==> src/source/rv_decode_pkg.sv <==
package rv_decode_pkg;

  localparam int XLEN      = 64;
  localparam int INST_W    = 32;
  localparam int REG_AW    = 5;
  localparam int CSR_AW    = 12;
  localparam int CSR_IMM_W = 5;
  localparam int TRAP_W    = 4;
  // rs1 and rs2
  localparam int NUM_SRC   = 2;

  typedef logic [XLEN-1:0]   xlen_t;
  typedef logic [REG_AW-1:0] reg_idx_t;
  typedef logic [CSR_AW-1:0] csr_idx_t;

  typedef enum logic [2:0] {
    IMM_NONE, IMM_I, IMM_S, IMM_B, IMM_U, IMM_J
  } imm_fmt_e;

  // word variants of add and sub share ADD and SUB, execute sign-extends by class
  typedef enum logic [5:0] {
    ALU_NOP, ALU_ADD, ALU_SUB, ALU_XOR, ALU_OR, ALU_AND,
    ALU_SLL, ALU_SRL, ALU_SRA, ALU_SLLW, ALU_SRLW, ALU_SRAW,
    ALU_SLT, ALU_SLTU, ALU_BEQ, ALU_BNE, ALU_BLT, ALU_BGE, ALU_BLTU, ALU_BGEU,
    ALU_MUL, ALU_MULH, ALU_MULHSU, ALU_MULHU, ALU_MULW,
    ALU_DIV, ALU_DIVU, ALU_REM, ALU_REMU, ALU_DIVW, ALU_DIVUW, ALU_REMW, ALU_REMUW
  } alu_op_e;

  typedef enum logic [3:0] {
    EXC_BUBBLE, EXC_AUIPC, EXC_LUI, EXC_JAL, EXC_JALR, EXC_LOAD, EXC_STORE,
    EXC_BRANCH, EXC_OPIMM, EXC_OPIMM32, EXC_OP, EXC_OP32, EXC_CSR, EXC_EBREAK,
    EXC_NONE
  } exc_op_e;

  typedef enum logic [3:0] {
    MEM_NOP, MEM_LB, MEM_LBU, MEM_LH, MEM_LHU, MEM_LW, MEM_LWU, MEM_LD,
    MEM_SB, MEM_SH, MEM_SW, MEM_SD, MEM_FENCEI
  } mem_op_e;

  typedef enum logic [2:0] {
    CSR_NOP, CSR_READ, CSR_WRITE, CSR_SET, CSR_CLEAR
  } csr_op_e;

  // trap vector bit positions
  localparam int TRAP_ECALL   = 0;
  localparam int TRAP_EBREAK  = 1;
  localparam int TRAP_MRET    = 2;
  localparam int TRAP_ILLEGAL = 3;

  // major opcodes of the base map
  localparam logic [6:0] OPC_LOAD     = 7'b0000011;
  localparam logic [6:0] OPC_MISC_MEM = 7'b0001111;
  localparam logic [6:0] OPC_OP_IMM   = 7'b0010011;
  localparam logic [6:0] OPC_AUIPC    = 7'b0010111;
  localparam logic [6:0] OPC_OP_IMM32 = 7'b0011011;
  localparam logic [6:0] OPC_STORE    = 7'b0100011;
  localparam logic [6:0] OPC_OP       = 7'b0110011;
  localparam logic [6:0] OPC_LUI      = 7'b0110111;
  localparam logic [6:0] OPC_OP32     = 7'b0111011;
  localparam logic [6:0] OPC_BRANCH   = 7'b1100011;
  localparam logic [6:0] OPC_JALR     = 7'b1100111;
  localparam logic [6:0] OPC_JAL      = 7'b1101111;
  localparam logic [6:0] OPC_SYSTEM   = 7'b1110011;

  // contents of an empty ID/EX slot
  localparam exc_op_e              BUBBLE_EXC  = EXC_BUBBLE;
  localparam logic [TRAP_W-1:0]    BUBBLE_TRAP = '0;
  localparam reg_idx_t             BUBBLE_RD   = '0;

endpackage
==> src/source/decode_stage.sv <==
`timescale 1ns/1ps

module decode_stage (
  input  logic                                clk_i,
  input  logic                                rst_n_i,
  input  rv_decode_pkg::xlen_t                inst_addr_i,
  input  logic [rv_decode_pkg::INST_W-1:0]    inst_data_i,
  input  rv_decode_pkg::xlen_t                rs1_data_i,
  input  rv_decode_pkg::xlen_t                rs2_data_i,
  input  rv_decode_pkg::xlen_t                ex_rd_data_i,
  input  rv_decode_pkg::reg_idx_t             mem_rd_addr_i,
  input  rv_decode_pkg::xlen_t                mem_rd_data_i,
  output rv_decode_pkg::reg_idx_t             rs1_idx_o,
  output rv_decode_pkg::reg_idx_t             rs2_idx_o,
  output logic                                load_use_o,
  output rv_decode_pkg::xlen_t                ex_inst_addr_o,
  output rv_decode_pkg::xlen_t                ex_rs1_data_o,
  output rv_decode_pkg::xlen_t                ex_rs2_data_o,
  output rv_decode_pkg::reg_idx_t             ex_rd_idx_o,
  output rv_decode_pkg::xlen_t                ex_imm_o,
  output rv_decode_pkg::csr_idx_t             ex_csr_idx_o,
  output logic [rv_decode_pkg::CSR_IMM_W-1:0] ex_csr_imm_o,
  output logic                                ex_csr_imm_valid_o,
  output rv_decode_pkg::alu_op_e              ex_alu_op_o,
  output rv_decode_pkg::exc_op_e              ex_exc_op_o,
  output rv_decode_pkg::mem_op_e              ex_mem_op_o,
  output rv_decode_pkg::csr_op_e              ex_csr_op_o,
  output logic [rv_decode_pkg::TRAP_W-1:0]    ex_trap_o
);
  import rv_decode_pkg::*;

  reg_idx_t                 rd_idx;
  csr_idx_t                 csr_idx;
  logic [CSR_IMM_W-1:0]     csr_imm;
  logic                     csr_imm_valid;
  imm_fmt_e                 imm_fmt;
  alu_op_e                  alu_op;
  exc_op_e                  exc_op;
  mem_op_e                  mem_op;
  csr_op_e                  csr_op;
  logic [TRAP_W-1:0]        trap;
  xlen_t                    imm;
  reg_idx_t [NUM_SRC-1:0]   src_idx;
  xlen_t [NUM_SRC-1:0]      rf_data;
  xlen_t [NUM_SRC-1:0]      fwd_data;
  logic [NUM_SRC-1:0]       ex_hit;

  inst_decoder u_inst_decoder (
    .inst_i          (inst_data_i),
    .rs1_idx_o       (rs1_idx_o),
    .rs2_idx_o       (rs2_idx_o),
    .rd_idx_o        (rd_idx),
    .csr_idx_o       (csr_idx),
    .csr_imm_o       (csr_imm),
    .csr_imm_valid_o (csr_imm_valid),
    .imm_fmt_o       (imm_fmt),
    .alu_op_o        (alu_op),
    .exc_op_o        (exc_op),
    .mem_op_o        (mem_op),
    .csr_op_o        (csr_op),
    .trap_o          (trap)
  );

  imm_gen u_imm_gen (
    .inst_i    (inst_data_i),
    .imm_fmt_i (imm_fmt),
    .imm_o     (imm)
  );

  // source 0 is rs1, source 1 is rs2
  assign src_idx = {rs2_idx_o, rs1_idx_o};
  assign rf_data = {rs2_data_i, rs1_data_i};

  for (genvar k = 0; k < NUM_SRC; k++) begin : g_fwd
    operand_forward u_operand_forward (
      .rs_idx_i      (src_idx[k]),
      .rf_data_i     (rf_data[k]),
      .ex_rd_idx_i   (ex_rd_idx_o),
      .ex_rd_data_i  (ex_rd_data_i),
      .mem_rd_idx_i  (mem_rd_addr_i),
      .mem_rd_data_i (mem_rd_data_i),
      .rs_data_o     (fwd_data[k]),
      .ex_hit_o      (ex_hit[k])
    );
  end

  id_ex_reg u_id_ex_reg (
    .clk_i              (clk_i),
    .rst_n_i            (rst_n_i),
    .ex_hit_i           (ex_hit),
    .inst_addr_i        (inst_addr_i),
    .rs1_data_i         (fwd_data[0]),
    .rs2_data_i         (fwd_data[1]),
    .rd_idx_i           (rd_idx),
    .imm_i              (imm),
    .csr_idx_i          (csr_idx),
    .csr_imm_i          (csr_imm),
    .csr_imm_valid_i    (csr_imm_valid),
    .alu_op_i           (alu_op),
    .exc_op_i           (exc_op),
    .mem_op_i           (mem_op),
    .csr_op_i           (csr_op),
    .trap_i             (trap),
    .load_use_o         (load_use_o),
    .ex_inst_addr_o     (ex_inst_addr_o),
    .ex_rs1_data_o      (ex_rs1_data_o),
    .ex_rs2_data_o      (ex_rs2_data_o),
    .ex_rd_idx_o        (ex_rd_idx_o),
    .ex_imm_o           (ex_imm_o),
    .ex_csr_idx_o       (ex_csr_idx_o),
    .ex_csr_imm_o       (ex_csr_imm_o),
    .ex_csr_imm_valid_o (ex_csr_imm_valid_o),
    .ex_alu_op_o        (ex_alu_op_o),
    .ex_exc_op_o        (ex_exc_op_o),
    .ex_mem_op_o        (ex_mem_op_o),
    .ex_csr_op_o        (ex_csr_op_o),
    .ex_trap_o          (ex_trap_o)
  );

endmodule

==> src/source/id_ex_reg.sv <==
`timescale 1ns/1ps

module id_ex_reg (
  input  logic                                clk_i,
  input  logic                                rst_n_i,
  input  logic [rv_decode_pkg::NUM_SRC-1:0]   ex_hit_i,
  input  rv_decode_pkg::xlen_t                inst_addr_i,
  input  rv_decode_pkg::xlen_t                rs1_data_i,
  input  rv_decode_pkg::xlen_t                rs2_data_i,
  input  rv_decode_pkg::reg_idx_t             rd_idx_i,
  input  rv_decode_pkg::xlen_t                imm_i,
  input  rv_decode_pkg::csr_idx_t             csr_idx_i,
  input  logic [rv_decode_pkg::CSR_IMM_W-1:0] csr_imm_i,
  input  logic                                csr_imm_valid_i,
  input  rv_decode_pkg::alu_op_e              alu_op_i,
  input  rv_decode_pkg::exc_op_e              exc_op_i,
  input  rv_decode_pkg::mem_op_e              mem_op_i,
  input  rv_decode_pkg::csr_op_e              csr_op_i,
  input  logic [rv_decode_pkg::TRAP_W-1:0]    trap_i,
  output logic                                load_use_o,
  output rv_decode_pkg::xlen_t                ex_inst_addr_o,
  output rv_decode_pkg::xlen_t                ex_rs1_data_o,
  output rv_decode_pkg::xlen_t                ex_rs2_data_o,
  output rv_decode_pkg::reg_idx_t             ex_rd_idx_o,
  output rv_decode_pkg::xlen_t                ex_imm_o,
  output rv_decode_pkg::csr_idx_t             ex_csr_idx_o,
  output logic [rv_decode_pkg::CSR_IMM_W-1:0] ex_csr_imm_o,
  output logic                                ex_csr_imm_valid_o,
  output rv_decode_pkg::alu_op_e              ex_alu_op_o,
  output rv_decode_pkg::exc_op_e              ex_exc_op_o,
  output rv_decode_pkg::mem_op_e              ex_mem_op_o,
  output rv_decode_pkg::csr_op_e              ex_csr_op_o,
  output logic [rv_decode_pkg::TRAP_W-1:0]    ex_trap_o
);
  import rv_decode_pkg::*;

  // load data is not ready until MEM, so a dependent instruction waits a cycle
  assign load_use_o = (ex_exc_op_o == EXC_LOAD) && (|ex_hit_i);

  // control fields, cleared to a bubble on reset or stall
  always_ff @(posedge clk_i) begin
    if (!rst_n_i || load_use_o) begin
      ex_rd_idx_o        <= BUBBLE_RD;
      ex_csr_imm_valid_o <= 1'b0;
      ex_alu_op_o        <= ALU_NOP;
      ex_exc_op_o        <= BUBBLE_EXC;
      ex_mem_op_o        <= MEM_NOP;
      ex_csr_op_o        <= CSR_NOP;
      ex_trap_o          <= BUBBLE_TRAP;
    end else begin
      ex_rd_idx_o        <= rd_idx_i;
      ex_csr_imm_valid_o <= csr_imm_valid_i;
      ex_alu_op_o        <= alu_op_i;
      ex_exc_op_o        <= exc_op_i;
      ex_mem_op_o        <= mem_op_i;
      ex_csr_op_o        <= csr_op_i;
      ex_trap_o          <= trap_i;
    end
  end

  // payload, meaningless while the control fields hold a bubble
  always_ff @(posedge clk_i) begin
    ex_inst_addr_o <= inst_addr_i;
    ex_rs1_data_o  <= rs1_data_i;
    ex_rs2_data_o  <= rs2_data_i;
    ex_imm_o       <= imm_i;
    ex_csr_idx_o   <= csr_idx_i;
    ex_csr_imm_o   <= csr_imm_i;
  end

endmodule

==> src/source/imm_gen.sv <==
`timescale 1ns/1ps

module imm_gen (
  input  logic [rv_decode_pkg::INST_W-1:0] inst_i,
  input  rv_decode_pkg::imm_fmt_e          imm_fmt_i,
  output rv_decode_pkg::xlen_t             imm_o
);
  import rv_decode_pkg::*;

  logic sign;

  assign sign = inst_i[31];

  always_comb begin
    unique case (imm_fmt_i)
      IMM_I: imm_o = {{(XLEN-11){sign}}, inst_i[30:20]};
      IMM_S: imm_o = {{(XLEN-11){sign}}, inst_i[30:25], inst_i[11:7]};
      IMM_B: begin
        imm_o = {{(XLEN-12){sign}}, inst_i[7], inst_i[30:25], inst_i[11:8], 1'b0};
      end
      // upper immediate fills bits 31:12, sign taken from bit 31
      IMM_U: imm_o = {{(XLEN-31){sign}}, inst_i[30:12], 12'b0};
      IMM_J: begin
        imm_o = {{(XLEN-20){sign}}, inst_i[19:12], inst_i[20], inst_i[30:21], 1'b0};
      end
      default: imm_o = '0;
    endcase
  end

endmodule

==> src/source/inst_decoder.sv <==
`timescale 1ns/1ps

module inst_decoder (
  input  logic [rv_decode_pkg::INST_W-1:0]    inst_i,
  output rv_decode_pkg::reg_idx_t             rs1_idx_o,
  output rv_decode_pkg::reg_idx_t             rs2_idx_o,
  output rv_decode_pkg::reg_idx_t             rd_idx_o,
  output rv_decode_pkg::csr_idx_t             csr_idx_o,
  output logic [rv_decode_pkg::CSR_IMM_W-1:0] csr_imm_o,
  output logic                                csr_imm_valid_o,
  output rv_decode_pkg::imm_fmt_e             imm_fmt_o,
  output rv_decode_pkg::alu_op_e              alu_op_o,
  output rv_decode_pkg::exc_op_e              exc_op_o,
  output rv_decode_pkg::mem_op_e              mem_op_o,
  output rv_decode_pkg::csr_op_e              csr_op_o,
  output logic [rv_decode_pkg::TRAP_W-1:0]    trap_o
);
  import rv_decode_pkg::*;

  logic [6:0] opcode;
  logic [2:0] funct3;
  logic [6:0] funct7;
  logic       use_rs1;
  logic       use_rs2;
  logic       use_rd;
  logic       is_csr;
  logic       illegal;

  assign opcode = inst_i[6:0];
  assign funct3 = inst_i[14:12];
  assign funct7 = inst_i[31:25];

  always_comb begin
    alu_op_o  = ALU_NOP;
    exc_op_o  = EXC_NONE;
    mem_op_o  = MEM_NOP;
    csr_op_o  = CSR_NOP;
    imm_fmt_o = IMM_NONE;
    use_rs1   = 1'b0;
    use_rs2   = 1'b0;
    use_rd    = 1'b0;
    is_csr    = 1'b0;
    illegal   = 1'b0;
    trap_o    = '0;
    unique case (opcode)
      OPC_LUI, OPC_AUIPC: begin
        exc_op_o  = (opcode == OPC_LUI) ? EXC_LUI : EXC_AUIPC;
        alu_op_o  = ALU_ADD;
        imm_fmt_o = IMM_U;
        use_rd    = 1'b1;
      end
      OPC_JAL: begin
        exc_op_o  = EXC_JAL;
        alu_op_o  = ALU_ADD;
        imm_fmt_o = IMM_J;
        use_rd    = 1'b1;
      end
      OPC_JALR: begin
        exc_op_o  = EXC_JALR;
        alu_op_o  = ALU_ADD;
        imm_fmt_o = IMM_I;
        {use_rs1, use_rd} = 2'b11;
        illegal   = (funct3 != 3'b000);
      end
      OPC_BRANCH: begin
        exc_op_o  = EXC_BRANCH;
        imm_fmt_o = IMM_B;
        {use_rs1, use_rs2} = 2'b11;
        case (funct3)
          3'b000:  alu_op_o = ALU_BEQ;
          3'b001:  alu_op_o = ALU_BNE;
          3'b100:  alu_op_o = ALU_BLT;
          3'b101:  alu_op_o = ALU_BGE;
          3'b110:  alu_op_o = ALU_BLTU;
          3'b111:  alu_op_o = ALU_BGEU;
          default: illegal = 1'b1;
        endcase
      end
      OPC_LOAD: begin
        exc_op_o  = EXC_LOAD;
        alu_op_o  = ALU_ADD;
        imm_fmt_o = IMM_I;
        {use_rs1, use_rd} = 2'b11;
        case (funct3)
          3'b000:  mem_op_o = MEM_LB;
          3'b001:  mem_op_o = MEM_LH;
          3'b010:  mem_op_o = MEM_LW;
          3'b011:  mem_op_o = MEM_LD;
          3'b100:  mem_op_o = MEM_LBU;
          3'b101:  mem_op_o = MEM_LHU;
          3'b110:  mem_op_o = MEM_LWU;
          default: illegal = 1'b1;
        endcase
      end
      OPC_STORE: begin
        exc_op_o  = EXC_STORE;
        alu_op_o  = ALU_ADD;
        imm_fmt_o = IMM_S;
        {use_rs1, use_rs2} = 2'b11;
        case (funct3)
          3'b000:  mem_op_o = MEM_SB;
          3'b001:  mem_op_o = MEM_SH;
          3'b010:  mem_op_o = MEM_SW;
          3'b011:  mem_op_o = MEM_SD;
          default: illegal = 1'b1;
        endcase
      end
      OPC_OP_IMM: begin
        exc_op_o  = EXC_OPIMM;
        imm_fmt_o = IMM_I;
        {use_rs1, use_rd} = 2'b11;
        // rv64 shift amounts are six bits, so only funct7[6:1] selects the shift
        case (funct3)
          3'b000: alu_op_o = ALU_ADD;
          3'b010: alu_op_o = ALU_SLT;
          3'b011: alu_op_o = ALU_SLTU;
          3'b100: alu_op_o = ALU_XOR;
          3'b110: alu_op_o = ALU_OR;
          3'b111: alu_op_o = ALU_AND;
          3'b001: begin
            alu_op_o = ALU_SLL;
            illegal  = (funct7[6:1] != 6'b000000);
          end
          default: begin
            alu_op_o = funct7[5] ? ALU_SRA : ALU_SRL;
            illegal  = ({funct7[6], funct7[4:1]} != 5'b00000);
          end
        endcase
      end
      OPC_OP_IMM32: begin
        exc_op_o  = EXC_OPIMM32;
        imm_fmt_o = IMM_I;
        {use_rs1, use_rd} = 2'b11;
        casez ({funct7, funct3})
          {7'b???????, 3'b000}: alu_op_o = ALU_ADD;
          {7'b0000000, 3'b001}: alu_op_o = ALU_SLLW;
          {7'b0000000, 3'b101}: alu_op_o = ALU_SRLW;
          {7'b0100000, 3'b101}: alu_op_o = ALU_SRAW;
          default:              illegal = 1'b1;
        endcase
      end
      OPC_OP: begin
        exc_op_o = EXC_OP;
        {use_rs1, use_rs2, use_rd} = 3'b111;
        case ({funct7, funct3})
          {7'b0000000, 3'b000}: alu_op_o = ALU_ADD;
          {7'b0100000, 3'b000}: alu_op_o = ALU_SUB;
          {7'b0000000, 3'b001}: alu_op_o = ALU_SLL;
          {7'b0000000, 3'b010}: alu_op_o = ALU_SLT;
          {7'b0000000, 3'b011}: alu_op_o = ALU_SLTU;
          {7'b0000000, 3'b100}: alu_op_o = ALU_XOR;
          {7'b0000000, 3'b101}: alu_op_o = ALU_SRL;
          {7'b0100000, 3'b101}: alu_op_o = ALU_SRA;
          {7'b0000000, 3'b110}: alu_op_o = ALU_OR;
          {7'b0000000, 3'b111}: alu_op_o = ALU_AND;
          {7'b0000001, 3'b000}: alu_op_o = ALU_MUL;
          {7'b0000001, 3'b001}: alu_op_o = ALU_MULH;
          {7'b0000001, 3'b010}: alu_op_o = ALU_MULHSU;
          {7'b0000001, 3'b011}: alu_op_o = ALU_MULHU;
          {7'b0000001, 3'b100}: alu_op_o = ALU_DIV;
          {7'b0000001, 3'b101}: alu_op_o = ALU_DIVU;
          {7'b0000001, 3'b110}: alu_op_o = ALU_REM;
          {7'b0000001, 3'b111}: alu_op_o = ALU_REMU;
          default:              illegal = 1'b1;
        endcase
      end
      OPC_OP32: begin
        exc_op_o = EXC_OP32;
        {use_rs1, use_rs2, use_rd} = 3'b111;
        case ({funct7, funct3})
          {7'b0000000, 3'b000}: alu_op_o = ALU_ADD;
          {7'b0100000, 3'b000}: alu_op_o = ALU_SUB;
          {7'b0000000, 3'b001}: alu_op_o = ALU_SLLW;
          {7'b0000000, 3'b101}: alu_op_o = ALU_SRLW;
          {7'b0100000, 3'b101}: alu_op_o = ALU_SRAW;
          {7'b0000001, 3'b000}: alu_op_o = ALU_MULW;
          {7'b0000001, 3'b100}: alu_op_o = ALU_DIVW;
          {7'b0000001, 3'b101}: alu_op_o = ALU_DIVUW;
          {7'b0000001, 3'b110}: alu_op_o = ALU_REMW;
          {7'b0000001, 3'b111}: alu_op_o = ALU_REMUW;
          default:              illegal = 1'b1;
        endcase
      end
      OPC_MISC_MEM: begin
        // fence is a no-op here and fence.i goes to memory
        exc_op_o = EXC_BUBBLE;
        mem_op_o = (funct3 == 3'b001) ? MEM_FENCEI : MEM_NOP;
        illegal  = (funct3[2:1] != 2'b00);
      end
      OPC_SYSTEM: begin
        if (funct3 == 3'b000) begin
          exc_op_o = EXC_BUBBLE;
          case (inst_i[31:20])
            12'h000: trap_o[TRAP_ECALL] = 1'b1;
            12'h001: begin
              trap_o[TRAP_EBREAK] = 1'b1;
              exc_op_o            = EXC_EBREAK;
            end
            12'h302: trap_o[TRAP_MRET] = 1'b1;
            default: illegal = 1'b1;
          endcase
        end else begin
          exc_op_o  = EXC_CSR;
          alu_op_o  = ALU_ADD;
          imm_fmt_o = IMM_I;
          is_csr    = 1'b1;
          use_rd    = 1'b1;
          // immediate forms carry uimm where rs1 would be
          use_rs1   = ~funct3[2];
          illegal   = (funct3[1:0] == 2'b00);
          if (funct3[1] && (inst_i[19:15] == 5'd0)) begin
            csr_op_o = CSR_READ;
          end else begin
            case (funct3[1:0])
              2'b01:   csr_op_o = CSR_WRITE;
              2'b10:   csr_op_o = CSR_SET;
              default: csr_op_o = CSR_CLEAR;
            endcase
          end
        end
      end
      default: illegal = 1'b1;
    endcase
    if (illegal) begin
      exc_op_o = EXC_NONE;
    end
    trap_o[TRAP_ILLEGAL] = illegal;
  end

  assign rs1_idx_o       = use_rs1 ? inst_i[19:15] : '0;
  assign rs2_idx_o       = use_rs2 ? inst_i[24:20] : '0;
  assign rd_idx_o        = use_rd ? inst_i[11:7] : '0;
  assign csr_idx_o       = is_csr ? inst_i[31:20] : '0;
  assign csr_imm_valid_o = is_csr & funct3[2];
  assign csr_imm_o       = csr_imm_valid_o ? inst_i[19:15] : '0;

endmodule

==> src/source/operand_forward.sv <==
`timescale 1ns/1ps

module operand_forward (
  input  rv_decode_pkg::reg_idx_t rs_idx_i,
  input  rv_decode_pkg::xlen_t    rf_data_i,
  input  rv_decode_pkg::reg_idx_t ex_rd_idx_i,
  input  rv_decode_pkg::xlen_t    ex_rd_data_i,
  input  rv_decode_pkg::reg_idx_t mem_rd_idx_i,
  input  rv_decode_pkg::xlen_t    mem_rd_data_i,
  output rv_decode_pkg::xlen_t    rs_data_o,
  output logic                    ex_hit_o
);

  logic rs_valid;
  logic mem_hit;

  // x0 reads as zero from the register file and is never bypassed
  assign rs_valid = (rs_idx_i != '0);
  assign ex_hit_o = rs_valid && (rs_idx_i == ex_rd_idx_i);
  assign mem_hit  = rs_valid && (rs_idx_i == mem_rd_idx_i);

  // youngest result first
  assign rs_data_o = ex_hit_o ? ex_rd_data_i :
                     mem_hit  ? mem_rd_data_i :
                                rf_data_i;

endmodule

==> config.mk <==
export PLATFORM = sky130hd
export DESIGN_NAME = decode_stage
export DESIGN_NICKNAME = d
export VERILOG_FILES = /design/src/source/rv_decode_pkg.sv /design/src/source/decode_stage.sv /design/src/source/id_ex_reg.sv /design/src/source/imm_gen.sv /design/src/source/inst_decoder.sv /design/src/source/operand_forward.sv
export SDC_FILE = /design/constraint.sdc
export NUM_CORES = 1
export LEC_CHECK = 0
export ABC_AREA = 1
export BUFFER_PORTS_ARGS = -buffer_cell sky130_fd_sc_hd__buf_4
export CAP_MARGIN = 30
export CORE_AREA = 3 3 262 264
export DETAILED_ROUTE_END_ITERATION = 12
export DIE_AREA = 0 0 265 267
export PLACE_DENSITY_LB_ADDON = 0.08
export SLEW_MARGIN = 20
export SYNTH_ARGS = -nofsm -noshare
export SYNTH_HDL_FRONTEND = slang
export SYNTH_HIERARCHICAL = 1
export SYNTH_SLANG_ARGS = --single-unit
==> constraint.sdc <==
create_clock -name clk_i -period 5.3 [get_ports clk_i]
set_clock_uncertainty 0.05 [all_clocks]
set_input_delay 1.59 -clock clk_i [delete_from_list [all_inputs] [get_ports clk_i]]
set_output_delay 1.59 -clock clk_i [all_outputs]
set_load 0.02 [all_outputs]
==> impl_metrics.ini <==
[detailed_routing]
first_pass_iters = 5
viasPerCell = 4.10
wl_um = 74200
route.detailed.drc = 0
num_vias = 14175
drt_iter0_drc = 788
wl_per_cell_um = 21.4
postRouteAntennaNets = 0

[global_route]
grt_pass1_wl_um = 103000
grt_max_degree = 65
grtUsageTotal_pct = 20.0
grt_pass1_vias = 14059
antenna_found_initial = 30
grt.overflow.total = 0

[final_layout]
area_growth_syn_to_layout_pct = 57.4
drive_above_1_share_pct = 34.9
final_nets = 2906
design_area_um2 = 20800

[place]
place_area_um2 = 19200
port_buffers = 669
gp_congestion = 0.833
dp_hpwl_um = 56600

[synth]
async_flop_share_pct = 0
synth_ff_type = dfxtp_1
synth_warnings = 6
yosysMostFrequentCell = nand2_1
syn_inst = 1872
syn_area_um2 = 13200
synthTopCellsByCount = nand2_1, inv_1, nand3_1
synth_top_area_cell = dfxtp_1
syn-mean-instance-area_um2 = 7.06
synth_edf_count = 0
seq_area_frac_synth_pct = 45.5
syn_nets = 2239
synthTopCellsByArea = dfxtp_1, nand2_1, nand3_1, inv_1, buf_4
yosys_register_bits = 300
yosysTopAreaCellShare_pct = 45.5
yosysUniqueCellTypes = 36

[floorplan]
core_area_um2 = 66800
row_count = 95
dieHeight_um = 267
die_area_um2 = 70800
die_w_um = 265
initial_core_util_pct = 19.8
ioPinCount = 670

[power_and_ir_drop]
power_uw = 6650
power.leakage_uw = 0.0115
ir_drop_mv = 0.198
power.density_nw_per_um2 = 320

[setup_path]
critPathLaunchType = primary input
cp_data_required_time_ns = 3.66
critPathMaxFanout = 5
arrival_ns = 3.54
critical_path_class = primary input to output port
end_kind = output port

[outcome]
status = complete, no violations

[clock_network]
cts_tree = done
cts_buffers = 40
clockBufferDepth = 3
clkTransAtPathRegs_ns = 0.07
root_buffer = clkbuf_16
clkLatencyLatePin_ns = 0.57
holdBufCountCts = 0
cts.sinks = 300
htreeDepth = 2

[timing]
clock.fmax_mhz = 193
rsz0062_at_grt = true
min_period_ns = 5.18
final_hold_viol_count = 0
worstMarginPinSlew_ns = 1.01
slew-limit-headroom_pct = 32.7
hold_slack_ns = 0.879
period_share_pct = 97.8
drv_slew = 0
finalSetupViolations = 0

[flow_run]
max_cap_viol_count = 0

[min_path]
min_path_type = register to register
logic make-up after synthesis:
| family | synth area share [%] |
|---|---|
| XOR/XNOR | 1.06 |
| flip-flops | 45.5 |
| AO/OA/AOI/OAI | 1.74 |
| adder cells (fa/ha/maj) | 0.758 |
| buffers and inverters | 17.1 |
| AND/OR/NAND/NOR | 33.9 |
flip-flops by register name (all words and copies together), names as in the netlist:
name	flops
u_id_ex_reg/ex_csr_imm_o	5
u_id_ex_reg/ex_rd_idx_o	5
u_id_ex_reg/ex_rs1_data_o	64
u_id_ex_reg/ex_inst_addr_o	64
u_id_ex_reg/ex_csr_imm_valid_o	1
u_id_ex_reg/ex_exc_op_o	4
u_id_ex_reg/ex_imm_o	64
u_id_ex_reg/ex_rs2_data_o	64
u_id_ex_reg/ex_alu_op_o	6
u_id_ex_reg/ex_mem_op_o	4
u_id_ex_reg/ex_trap_o	4
u_id_ex_reg/ex_csr_op_o	3
u_id_ex_reg/ex_csr_idx_o	12
area by class of cell:
cell class | count | area [um2]
Clock inverter | 18 | 284
Clock buffer | 55 | 1140
Tap cell | 873 | 1090
Inverter | 373 | 1400
Antenna cell | 18 | 45.0
Timing Repair Buffer | 743 | 5700
Sequential cell | 300 | 6010
Multi-Input combinational cell | 1081 | 5120
Fill cell | 7448 | 46000
power breakdown:
part	leakage (uW)	switching, uW	internal, uW	total (uW)
Sequential	0.00250	46.4	2410	2460
Combinational	0.00827	697	498	1190
Clock	0.000703	1140	1850	2990
Total	0.0115	1880	4760	6650
per-stage QoR:
stage               setup TNS, ns  utilization [%]  setup WS, ns  cells
floorplan                       0                -        0.0304   1872
global placement           -0.107             28.6        -0.107   3358
detailed placement         -0.140             28.7        -0.140   3361
CTS                             0             30.9       0.00398   3438
global route              -0.0521             31.1       -0.0521   3457
finish                          0             31.1         0.119   3461
routing by layer:
layer | part of all wire [%] | global-route usage (%) | wire [um]
met4 | 2.4 | 7.14 | 1810
met3 | 8.6 | 7.47 | 6380
met1 | 38 | 22.0 | 28300
met5 | 0.18 | 0 | 137
met2 | 51 | 35.4 | 37600
worst paths after layout:
path                              startpoint  depth (start not counted)                            to  slack [ns]
hold / removal    u_id_ex_reg/ex_exc_op_o[1]                          4    u_id_ex_reg/ex_rd_idx_o[4]        0.88
setup reg to reg  u_id_ex_reg/ex_rd_idx_o[2]                          6  u_id_ex_reg/ex_rs1_data_o[9]        3.20
setup / recovery              inst_data_i[4]                         18                    load_use_o        0.12
hold reg to reg   u_id_ex_reg/ex_exc_op_o[1]                          4    u_id_ex_reg/ex_rd_idx_o[4]        0.88
layout by cell type, fill, tap and decap left out, types with 6 or more instances in the layout:
| cell type | synthesis | routed |
|---|---|---|
| clkbuf_8 | 0 | 6 |
| nand3_2 | 5 | 6 |
| nand2_2 | 5 | 12 |
| nand3_1 | 332 | 328 |
| nand2_1 | 502 | 493 |
| nand4_1 | 13 | 13 |
| clkbuf_1 | 0 | 8 |
| dfxtp_1 | 300 | 300 |
| clkinv_2 | 0 | 6 |
| xnor2_1 | 6 | 6 |
| o21ai_0 | 17 | 16 |
| nor3_1 | 12 | 11 |
| nor2_2 | 15 | 20 |
| xor2_1 | 10 | 10 |
| nor2_4 | 7 | 17 |
| inv_1 | 367 | 355 |
| nor2_1 | 121 | 106 |
| buf_4 | 91 | 734 |
| ha_1 | 8 | 8 |
| a21oi_1 | 8 | 8 |
| diode_2 | 0 | 18 |
| inv_2 | 5 | 17 |
| clkbuf_16 | 0 | 41 |
| bufinv_16 | 0 | 7 |
repair_timing:
item | CTS | global route
hold endpoints to repair | 0 | 0
setup buffers | 4 | 6
pin swaps | 7 | 11
resized for setup | 13 | 22
endpoints found under the setup margin | 1 | 1
worst max-delay path: stages:
cell     delay, ns
buf_4         0.11
inv_2         0.05
nand2_2       0.08
nor2_2        0.06
nand2_2       0.08
nand4_1       0.20
nor3_4        0.27
buf_12        0.16
nor2_4        0.05
xor2_1        0.17
nor2_2        0.17
nand3_4       0.09
inv_2         0.07
inv_2         0.04
nand2_4       0.09
nand3_4       0.08
inv_2         0.07
buf_6         0.11
No activity file was read; power rests on OpenSTA's default activity.
